==> src/design/dbg_consts.svh <==
`ifndef DBG_CONSTS_SVH
`define DBG_CONSTS_SVH

// ------------------------------
// Widths
// ------------------------------

// Data and address width of the core
`define DBG_XLEN 32

// Width of dcsr.cause
`define DBG_CAUSE_W 3

// Saturating error counter
`define DBG_ERRCNT_W 16

// ------------------------------
// Instruction encodings
// ------------------------------

`define DBG_EBREAK_OPC  32'h0010_0073
`define DBG_CEBREAK_OPC 32'h0000_9002
`define DBG_WFI_OPC     32'h1050_0073
`define DBG_DRET_OPC    32'h7B20_0073

// ------------------------------
// dcsr.cause codes
// ------------------------------

`define DBG_CAUSE_CODE_NONE    3'd0
`define DBG_CAUSE_CODE_EBREAK  3'd1
`define DBG_CAUSE_CODE_TRIGGER 3'd2
`define DBG_CAUSE_CODE_HALTREQ 3'd3
`define DBG_CAUSE_CODE_STEP    3'd4

`endif

==> src/design/dbg_isa_pkg.sv <==
`include "dbg_consts.svh"

package dbg_isa_pkg;

  // ------------------------------
  // Instruction word views
  // ------------------------------

  // Base 32-bit encoding, SYSTEM layout
  typedef struct packed {
    logic [11:0] funct12;
    logic [4:0]  rs1;
    logic [2:0]  funct3;
    logic [4:0]  rd;
    logic [6:0]  opcode;
  } rv32_insn_t;

  // Compressed encoding sits in the low halfword
  typedef struct packed {
    logic [15:0] upper;
    logic [15:0] cinsn;
  } rvc_insn_t;

  typedef union packed {
    rv32_insn_t rv32;
    rvc_insn_t  rvc;
  } insn_word_u;

  // One retirement as seen in the WB stage
  typedef struct packed {
    logic                 valid;
    insn_word_u           insn;
    logic [`DBG_XLEN-1:0] pc;
    logic [`DBG_XLEN-1:0] next_pc;
    logic                 err;
    logic                 mpu_ok;
    logic                 illegal;
  } wb_sample_t;

  // Classified retirement, at most one kind flag is set
  typedef struct packed {
    logic                 valid;
    logic [`DBG_XLEN-1:0] pc;
    logic [`DBG_XLEN-1:0] next_pc;
    logic                 illegal;
    logic                 ebreak;
    logic                 cebreak;
    logic                 wfi;
    logic                 dret;
  } insn_class_t;

endpackage

==> src/design/dbg_mon_pkg.sv <==
`include "dbg_consts.svh"

package dbg_mon_pkg;

  // Debug view of the core, sampled with each retirement
  typedef struct packed {
    logic                    debug_mode;
    logic [`DBG_CAUSE_W-1:0] dcsr_cause;
    logic                    dcsr_step;
    logic                    dcsr_ebreakm;
    // tdata1 execute enable
    logic                    trig_en;
    logic [`DBG_XLEN-1:0]    tdata2;
    logic [`DBG_XLEN-1:0]    dpc;
  } core_dbg_t;

  typedef enum logic [`DBG_CAUSE_W-1:0] {
    CAUSE_NONE    = `DBG_CAUSE_CODE_NONE,
    CAUSE_EBREAK  = `DBG_CAUSE_CODE_EBREAK,
    CAUSE_TRIGGER = `DBG_CAUSE_CODE_TRIGGER,
    CAUSE_HALTREQ = `DBG_CAUSE_CODE_HALTREQ,
    CAUSE_STEP    = `DBG_CAUSE_CODE_STEP
  } dbg_cause_e;

  // Snapshot handed from decode to the later stages
  typedef struct packed {
    dbg_isa_pkg::insn_class_t cls;
    core_dbg_t                dbg;
    logic                     debug_req;
    logic                     irq_ack;
    logic [`DBG_XLEN-1:0]     halt_addr;
  } stage_item_t;

  typedef struct packed {
    logic cause_bad;
    logic dpc_bad;
    logic halt_pc_bad;
    logic dret_mmode;
    logic irq_in_debug;
  } viol_t;

  // ------------------------------
  // Entry conditions
  // ------------------------------

  // Execute trigger on the retiring pc
  function automatic logic trig_hit(stage_item_t it);
    return it.cls.valid && it.dbg.trig_en && (it.cls.pc == it.dbg.tdata2);
  endfunction

  // ebreak or c.ebreak that enters debug instead of trapping
  function automatic logic ebreak_hit(stage_item_t it);
    return (it.cls.ebreak || it.cls.cebreak) && it.dbg.dcsr_ebreakm;
  endfunction

endpackage

==> src/design/dbg_cause_tracker.sv <==
`timescale 1ns/1ps

module dbg_cause_tracker (
  input  logic                     cov_assert_if,
  input  logic                     rst_i,
  input  dbg_mon_pkg::stage_item_t item_i,
  output dbg_mon_pkg::dbg_cause_e  exp_cause_o,
  output logic                     first_dbg_o
);
  import dbg_mon_pkg::*;

  dbg_cause_e cause_q;
  dbg_cause_e cause_d;
  // Set by a cycle outside debug mode, cleared by the first debug retirement
  logic       armed_q;

  assign exp_cause_o = cause_q;

  // ------------------------------
  // Expected cause
  // ------------------------------

  always_comb begin
    cause_d = cause_q;
    if (!item_i.dbg.debug_mode) begin
      if (trig_hit(item_i)) begin
        cause_d = CAUSE_TRIGGER;
      end else if (ebreak_hit(item_i)) begin
        cause_d = CAUSE_EBREAK;
      end else if (item_i.debug_req) begin
        cause_d = CAUSE_HALTREQ;
      end else if (item_i.dbg.dcsr_step
                   && ((cause_q == CAUSE_NONE) || (cause_q == CAUSE_STEP))) begin
        // Step never overrides a stronger pending cause
        cause_d = CAUSE_STEP;
      end else begin
        cause_d = CAUSE_NONE;
      end
    end
  end

  always_ff @(posedge cov_assert_if) begin
    if (rst_i) begin
      cause_q <= CAUSE_NONE;
    end else begin
      cause_q <= cause_d;
    end
  end

  // ------------------------------
  // First debug retirement
  // ------------------------------

  assign first_dbg_o = armed_q && item_i.dbg.debug_mode && item_i.cls.valid;

  always_ff @(posedge cov_assert_if) begin
    if (rst_i) begin
      armed_q <= 1'b0;
    end else if (!item_i.dbg.debug_mode) begin
      armed_q <= 1'b1;
    end else if (item_i.cls.valid) begin
      armed_q <= 1'b0;
    end
  end

  a_cause_frozen_in_debug: assert property (
    @(posedge cov_assert_if) disable iff (rst_i)
    item_i.dbg.debug_mode |=> $stable(exp_cause_o)
  );

endmodule

==> src/design/dbg_check_result.sv <==
`timescale 1ns/1ps
`include "dbg_consts.svh"

module dbg_check_result (
  input  logic                      cov_assert_if,
  input  logic                      rst_i,
  input  dbg_mon_pkg::stage_item_t  item_i,
  input  dbg_mon_pkg::dbg_cause_e   exp_cause_i,
  input  logic                      first_dbg_i,
  input  logic [`DBG_XLEN-1:0]      exp_dpc_i,
  input  logic [`DBG_XLEN-1:0]      exp_halt_pc_i,
  output dbg_mon_pkg::viol_t        viol_o,
  output logic [`DBG_ERRCNT_W-1:0]  err_count_o
);
  import dbg_mon_pkg::*;

  viol_t                  viol_d;
  logic [2:0]             n_flags;
  logic [`DBG_ERRCNT_W:0] cnt_sum;
  logic [`DBG_ERRCNT_W-1:0] cnt_d;

  // ------------------------------
  // Rules
  // ------------------------------

  always_comb begin
    viol_d = '0;
    // Entry checks apply to the first debug retirement only
    viol_d.cause_bad    = first_dbg_i && (item_i.dbg.dcsr_cause != exp_cause_i);
    viol_d.dpc_bad      = first_dbg_i && (item_i.dbg.dpc != exp_dpc_i);
    viol_d.halt_pc_bad  = first_dbg_i && (item_i.cls.pc != exp_halt_pc_i);
    // dret in M-mode must have been flagged illegal
    viol_d.dret_mmode   = item_i.cls.dret && !item_i.dbg.debug_mode
                       && !item_i.cls.illegal;
    // Interrupts are masked in debug mode
    viol_d.irq_in_debug = item_i.irq_ack && item_i.dbg.debug_mode;
  end

  // ------------------------------
  // Error counter
  // ------------------------------

  assign n_flags = 3'($countones(viol_d));
  assign cnt_sum = {1'b0, err_count_o} + {{(`DBG_ERRCNT_W-2){1'b0}}, n_flags};

  // Saturate at all ones
  assign cnt_d = cnt_sum[`DBG_ERRCNT_W] ? {`DBG_ERRCNT_W{1'b1}}
                                        : cnt_sum[`DBG_ERRCNT_W-1:0];

  always_ff @(posedge cov_assert_if) begin
    if (rst_i) begin
      viol_o      <= '0;
      err_count_o <= '0;
    end else begin
      viol_o      <= viol_d;
      err_count_o <= cnt_d;
    end
  end

  a_count_monotonic: assert property (
    @(posedge cov_assert_if) disable iff (rst_i)
    !$past(rst_i) |-> (err_count_o >= $past(err_count_o))
  );

endmodule

==> src/design/dbg_insn_decode.sv <==
`timescale 1ns/1ps
`include "dbg_consts.svh"

module dbg_insn_decode (
  input  logic                     cov_assert_if,
  input  logic                     rst_i,
  input  dbg_isa_pkg::wb_sample_t  wb_i,
  input  dbg_mon_pkg::core_dbg_t   core_i,
  input  logic                     debug_req_i,
  input  logic                     irq_ack_i,
  input  logic [`DBG_XLEN-1:0]     halt_addr_i,
  output dbg_mon_pkg::stage_item_t item_o
);
  import dbg_isa_pkg::*;
  import dbg_mon_pkg::*;

  localparam insn_word_u EBREAK_W  = `DBG_EBREAK_OPC;
  localparam insn_word_u CEBREAK_W = `DBG_CEBREAK_OPC;
  localparam insn_word_u WFI_W     = `DBG_WFI_OPC;
  localparam insn_word_u DRET_W    = `DBG_DRET_OPC;

  logic        clean_ret;
  logic        sys_zero;
  insn_class_t cls_d;
  stage_item_t item_d;

  // Retired without bus error and with the MPU passing it
  assign clean_ret = wb_i.valid && !wb_i.err && wb_i.mpu_ok;

  // All three SYSTEM instructions share opcode and zero operand fields
  assign sys_zero = (wb_i.insn.rv32.opcode == EBREAK_W.rv32.opcode)
                 && (wb_i.insn.rv32.funct3 == EBREAK_W.rv32.funct3)
                 && (wb_i.insn.rv32.rs1 == EBREAK_W.rv32.rs1)
                 && (wb_i.insn.rv32.rd == EBREAK_W.rv32.rd);

  // ------------------------------
  // Classification
  // ------------------------------

  always_comb begin
    cls_d         = '0;
    cls_d.valid   = wb_i.valid;
    cls_d.pc      = wb_i.pc;
    cls_d.next_pc = wb_i.next_pc;
    cls_d.illegal = wb_i.illegal;
    cls_d.ebreak  = clean_ret && sys_zero
                 && (wb_i.insn.rv32.funct12 == EBREAK_W.rv32.funct12);
    cls_d.wfi     = clean_ret && sys_zero
                 && (wb_i.insn.rv32.funct12 == WFI_W.rv32.funct12);
    cls_d.dret    = clean_ret && sys_zero
                 && (wb_i.insn.rv32.funct12 == DRET_W.rv32.funct12);
    // Compressed form only counts with a zero upper halfword
    cls_d.cebreak = clean_ret && (wb_i.insn.rvc.upper == '0)
                 && (wb_i.insn.rvc.cinsn == CEBREAK_W.rvc.cinsn);
  end

  always_comb begin
    item_d           = '0;
    item_d.cls       = cls_d;
    item_d.dbg       = core_i;
    item_d.debug_req = debug_req_i;
    item_d.irq_ack   = irq_ack_i;
    item_d.halt_addr = halt_addr_i;
  end

  // Whole snapshot moves together, only the control bits are cleared
  always_ff @(posedge cov_assert_if) begin
    item_o <= item_d;
    if (rst_i) begin
      item_o.cls.valid      <= 1'b0;
      item_o.cls.ebreak     <= 1'b0;
      item_o.cls.cebreak    <= 1'b0;
      item_o.cls.wfi        <= 1'b0;
      item_o.cls.dret       <= 1'b0;
      item_o.debug_req      <= 1'b0;
      item_o.irq_ack        <= 1'b0;
      item_o.dbg.debug_mode <= 1'b0;
    end
  end

  a_kind_onehot0: assert property (
    @(posedge cov_assert_if) disable iff (rst_i)
    wb_i.valid |=> $onehot0({item_o.cls.ebreak, item_o.cls.cebreak,
                             item_o.cls.wfi, item_o.cls.dret})
  );

endmodule

==> src/design/dbg_monitor_top.sv <==
`timescale 1ns/1ps
`include "dbg_consts.svh"

module dbg_monitor_top (
  input  logic                     cov_assert_if,
  input  logic                     rst_i,
  input  dbg_isa_pkg::wb_sample_t  wb_i,
  input  dbg_mon_pkg::core_dbg_t   core_i,
  input  logic                     debug_req_i,
  input  logic                     irq_ack_i,
  input  logic [`DBG_XLEN-1:0]     halt_addr_i,
  output dbg_mon_pkg::viol_t       viol_o,
  output logic [`DBG_ERRCNT_W-1:0] err_count_o
);
  import dbg_mon_pkg::*;

  stage_item_t          item;
  dbg_cause_e           exp_cause;
  logic                 first_dbg;
  logic [`DBG_XLEN-1:0] exp_dpc;
  logic [`DBG_XLEN-1:0] exp_halt_pc;

  // ------------------------------
  // Decode stage
  // ------------------------------

  dbg_insn_decode u_decode (
    .cov_assert_if (cov_assert_if),
    .rst_i         (rst_i),
    .wb_i          (wb_i),
    .core_i        (core_i),
    .debug_req_i   (debug_req_i),
    .irq_ack_i     (irq_ack_i),
    .halt_addr_i   (halt_addr_i),
    .item_o        (item)
  );

  // ------------------------------
  // Execute stage
  // ------------------------------

  dbg_cause_tracker u_cause (
    .cov_assert_if (cov_assert_if),
    .rst_i         (rst_i),
    .item_i        (item),
    .exp_cause_o   (exp_cause),
    .first_dbg_o   (first_dbg)
  );

  dbg_pc_capture u_pc (
    .cov_assert_if (cov_assert_if),
    .rst_i         (rst_i),
    .item_i        (item),
    .exp_dpc_o     (exp_dpc),
    .exp_halt_pc_o (exp_halt_pc)
  );

  // Result stage
  dbg_check_result u_result (
    .cov_assert_if (cov_assert_if),
    .rst_i         (rst_i),
    .item_i        (item),
    .exp_cause_i   (exp_cause),
    .first_dbg_i   (first_dbg),
    .exp_dpc_i     (exp_dpc),
    .exp_halt_pc_i (exp_halt_pc),
    .viol_o        (viol_o),
    .err_count_o   (err_count_o)
  );

endmodule

==> src/design/dbg_pc_capture.sv <==
`timescale 1ns/1ps
`include "dbg_consts.svh"

module dbg_pc_capture (
  input  logic                     cov_assert_if,
  input  logic                     rst_i,
  input  dbg_mon_pkg::stage_item_t item_i,
  output logic [`DBG_XLEN-1:0]     exp_dpc_o,
  output logic [`DBG_XLEN-1:0]     exp_halt_pc_o
);
  import dbg_mon_pkg::*;

  logic                 dmode_q;
  logic                 dpc_upd;
  logic [`DBG_XLEN-1:0] dpc_d;

  // Only retirements outside debug mode move the prediction
  assign dpc_upd = item_i.cls.valid && !item_i.dbg.debug_mode;

  // Trigger and ebreak entries do not retire past the instruction
  assign dpc_d = (trig_hit(item_i) || ebreak_hit(item_i)) ? item_i.cls.pc
                                                          : item_i.cls.next_pc;

  always_ff @(posedge cov_assert_if) begin
    if (rst_i) begin
      dmode_q <= 1'b0;
    end else begin
      dmode_q <= item_i.dbg.debug_mode;
    end
  end

  // ------------------------------
  // Prediction registers
  // ------------------------------

  always_ff @(posedge cov_assert_if) begin
    if (dpc_upd) begin
      exp_dpc_o <= dpc_d;
    end
    // Follows the halt address while running, last load is the entry cycle
    if (!dmode_q) begin
      exp_halt_pc_o <= {item_i.halt_addr[`DBG_XLEN-1:2], 2'b00};
    end
  end

  a_dpc_frozen_in_debug: assert property (
    @(posedge cov_assert_if) disable iff (rst_i)
    item_i.dbg.debug_mode |=> $stable(exp_dpc_o)
  );

endmodule

==> config.mk <==
export PLATFORM = sky130hd
export DESIGN_NAME = dbg_monitor_top
export DESIGN_NICKNAME = d
export VERILOG_FILES = /design/src/design/dbg_isa_pkg.sv /design/src/design/dbg_mon_pkg.sv /design/src/design/dbg_cause_tracker.sv /design/src/design/dbg_check_result.sv /design/src/design/dbg_insn_decode.sv /design/src/design/dbg_monitor_top.sv /design/src/design/dbg_pc_capture.sv
export VERILOG_INCLUDE_DIRS = /design/src /design/src/design
export SDC_FILE = /design/constraint.sdc
export NUM_CORES = 1
export LEC_CHECK = 0
export ABC_AREA = 1
export BUFFER_PORTS_ARGS = -buffer_cell sky130_fd_sc_hd__buf_2
export CORE_MARGIN = 2
export CORE_UTILIZATION = 45
export CTS_CLUSTER_DIAMETER = 30
export DETAILED_ROUTE_END_ITERATION = 10
export HOLD_SLACK_MARGIN = 0.12
export PLACE_DENSITY = 0.69
export SETUP_SLACK_MARGIN = 0.3
export SYNTH_ARGS = -nofsm -noshare
export SYNTH_HDL_FRONTEND = slang
export SYNTH_SLANG_ARGS = --single-unit
==> constraint.sdc <==
create_clock -name cov_assert_if -period 10 [get_ports cov_assert_if]
set_clock_uncertainty 0.05 [all_clocks]
set_input_delay 1.5 -clock cov_assert_if [delete_from_list [all_inputs] [get_ports cov_assert_if]]
set_output_delay 1.5 -clock cov_assert_if [all_outputs]
set_load 0.005 [all_outputs]
==> flow_metrics.env <==
export IMPL_rsz0062_at_grt="no"
export IMPL_fin_ws_ns=5.33
export IMPL_cp_max_fo=13
export IMPL_final_nets=1447
export IMPL_worstSetupPathType="flip-flop to flip-flop"
export IMPL_cts_root_buf="clkbuf_16"
export IMPL_viasPerCell=4.51
export IMPL_critPathSlowestCell="nand4_1"
export IMPL_cts_resized=0
export IMPL_die_w_um=147
export IMPL_yosysUniqueCellTypes=35
export IMPL_cp_top_family="simple AND/OR/NAND/NOR gates"
export IMPL_powerDensity_mw_per_mm2=237
export IMPL_start_util=0.456
export IMPL_worstMarginPinSlew_ns=1.12
export IMPL_period_needed_ns=4.67
export IMPL_cp_cell_sequence="xor2_1, nor3_1, nand3_1, nor2_1, nand2_1, nand2_1, inv_1, ha_1, fa_1, inv_1, fa_1, fa_1, inv_1, nand2_1, a21oi_2, nand4_1, nand3_1, nand2_1, inv_1"
export IMPL_hold_viol=0
export IMPL_vias=6957
export IMPL_clk_latency_ns=0.53
export IMPL_synth_avg_cell_area_sq_um=9.46
export IMPL_cp_slowest_stage_delay_ns=0.53
export IMPL_cp_arrival_ns=5.08
export IMPL_cts_setup_buffers=0
export IMPL_htree_levels=2
export IMPL_grt_overflow=0
export IMPL_syn2layout_area_growth_pct=33.5
export IMPL_placed_area_sq_mm=0.0106
export IMPL_io_pins=228
export IMPL_synth_net_count=1184
export IMPL_drive_gt1_frac=0.259
export IMPL_grt_max_degree=36
export IMPL_drtPass1Iterations=5
export IMPL_dp_hpwl_mm=15.5
export IMPL_grtUsageTotal=0.194
export IMPL_irDropWorstVdd_uv=169
export IMPL_outcome="completed"
export IMPL_place_ws_ns=5.47
export IMPL_synth_largest_area_cell="dfxtp_1"
export IMPL_portBuffers=225
export IMPL_slew_violations=0
export IMPL_startpoint_type="flip-flop"
export IMPL_p_leak_nw=5.94
export IMPL_synthTopCellsByArea="dfxtp_1 (43%), edfxtp_1 (20%), nand2_1 (11%)"
export IMPL_avgRoutedWirePerCell_um=13.6
export IMPL_ys_seq_area_frac=0.635
export IMPL_cap_violations=0
export IMPL_grt_pass1_vias=6869
export IMPL_cp_end_kind="flip-flop"
export IMPL_synth_edf_count=62
export IMPL_fin_setup_tns_ns=0
export IMPL_drcViolationCount=0
export IMPL_relSlewSlack=0.250
export IMPL_setup_viol=0
export IMPL_netlist_instances=969
export IMPL_period_share=0.467
export IMPL_grt_pass1_wl_mm=32.6
export IMPL_initialDrtViolationCount=311
export IMPL_ys_ff_latch=260
export IMPL_antenna_found_initial=2
export IMPL_gp_congestion=0.855
export IMPL_routed_wirelength_mm=21.0
export IMPL_synth_cell_area_sq_mm=0.00917
export IMPL_synth_common_cells="nand2_1 (260), dfxtp_1 (198), inv_1 (137)"
export IMPL_die_y_um=147
export IMPL_hp_class="flip-flop to flip-flop"
export IMPL_crit_buf_inv=4
export IMPL_ys_warn_count=0
export IMPL_cts_tree="built"
export IMPL_worstPathRequired_ns=10.42
export IMPL_core_area_sq_mm=0.0201
export IMPL_clkTransAtPathRegs_ns=0.05
export IMPL_finalInstanceArea_sq_mm=0.0122
export IMPL_num_rows=52
export IMPL_dieArea_sq_mm=0.0215
export IMPL_whs_ns=0.347
export IMPL_ys_flop_type="dfxtp_1"
export IMPL_cts_sinks=260
export IMPL_synth_most_common_cell="nand2_1"
export IMPL_numCtsBuffers=48
export IMPL_ant_nets=0
export IMPL_synth_top_area_share=0.432
export IMPL_max_freq_mhz=214
export IMPL_cts_buffer_depth=3
export IMPL_cts_hold_fix_buffers=0
export IMPL_async_reset_ff_frac=0
==> cells by family (layout without fill, tap and decap cells) <==
family                     after synthesis  count (layout)  share of synthesized area
other                                    0               2                          0
adders and majority gates                8               8                     0.0134
buffers and inverters                  152             455                     0.0652
AOI/OAI and AO/OA                       28              28                     0.0165
xor gates and xnor gates                56              56                     0.0535
and+or+nand+nor                        465             465                      0.216
DFF                                    260             260                      0.635
==> stage by stage <==
step / power [mW] / cells / utilization
floorplan: 1.25 / 969 / -
global placement: 1.31 / 1452 / 0.526
detailed placement: 1.31 / 1452 / 0.526
CTS: 2.93 / 1542 / 0.609
global route: 3.00 / 1544 / 0.609
finish: 2.90 / 1544 / 0.609
==> worst paths after layout <==
path,from,endpoint,slack [ns],cells after the start
setup reg to reg,u_decode.item_o[148],u_result.err_count_o[14],5.33,19
hold / removal,u_decode.item_o[17],u_pc.exp_halt_pc_o[17],0.35,0
setup / recovery,u_decode.item_o[148],u_result.err_count_o[14],5.33,19
hold reg to reg,u_decode.item_o[17],u_pc.exp_halt_pc_o[17],0.35,0
==> placed cells by master (no fill, tap or decap), types with 7 or more instances in the layout <==
cell       instances
clkinv_2           7
a21oi_1           15
inv_1            137
buf_2            225
xor2_1            27
nor3_1            18
edfxtp_1          62
xnor2_1           29
nand4_1           17
nor4_1            10
nor2_1            76
inv_6              7
or2_2              9
clkbuf_16         49
nand2_1          260
nand3_1           61
dfxtp_1          198
==> report_power, final <==
group          internal, mW  total [mW]  switching (mW)
Combinational        0.0643       0.127          0.0625
Sequential             1.14        1.17          0.0309
Clock                  1.06        1.61           0.551
==> cell type report <==
type | count | area, sq um
antenna | 2 | 5.00
clock buffer | 54 | 1270
clock inverter | 36 | 388
fill | 1664 | 7860
inverter | 138 | 518
multi-input combinational | 557 | 2750
sequential | 260 | 5830
tap | 270 | 338
timing repair buffer | 227 | 1140
==> state kept, by name, indices dropped and copies added, names as in the netlist <==
register and count:
u_pc.dmode_q 1, u_decode.item_o 172, u_cause.exp_cause_o 3, u_result.viol_o 5
u_cause.armed_q 1, u_result.err_count_o 16, u_pc.exp_halt_pc_o 30, u_pc.exp_dpc_o 32
==> layer usage <==
layer	part of all wire	GRT usage
met1	0.43	0.242
met2	0.46	0.318
met3	0.057	0.0429
met4	0.044	0.0985
met5	0	0
No activity file was read; power rests on OpenSTA's default activity.
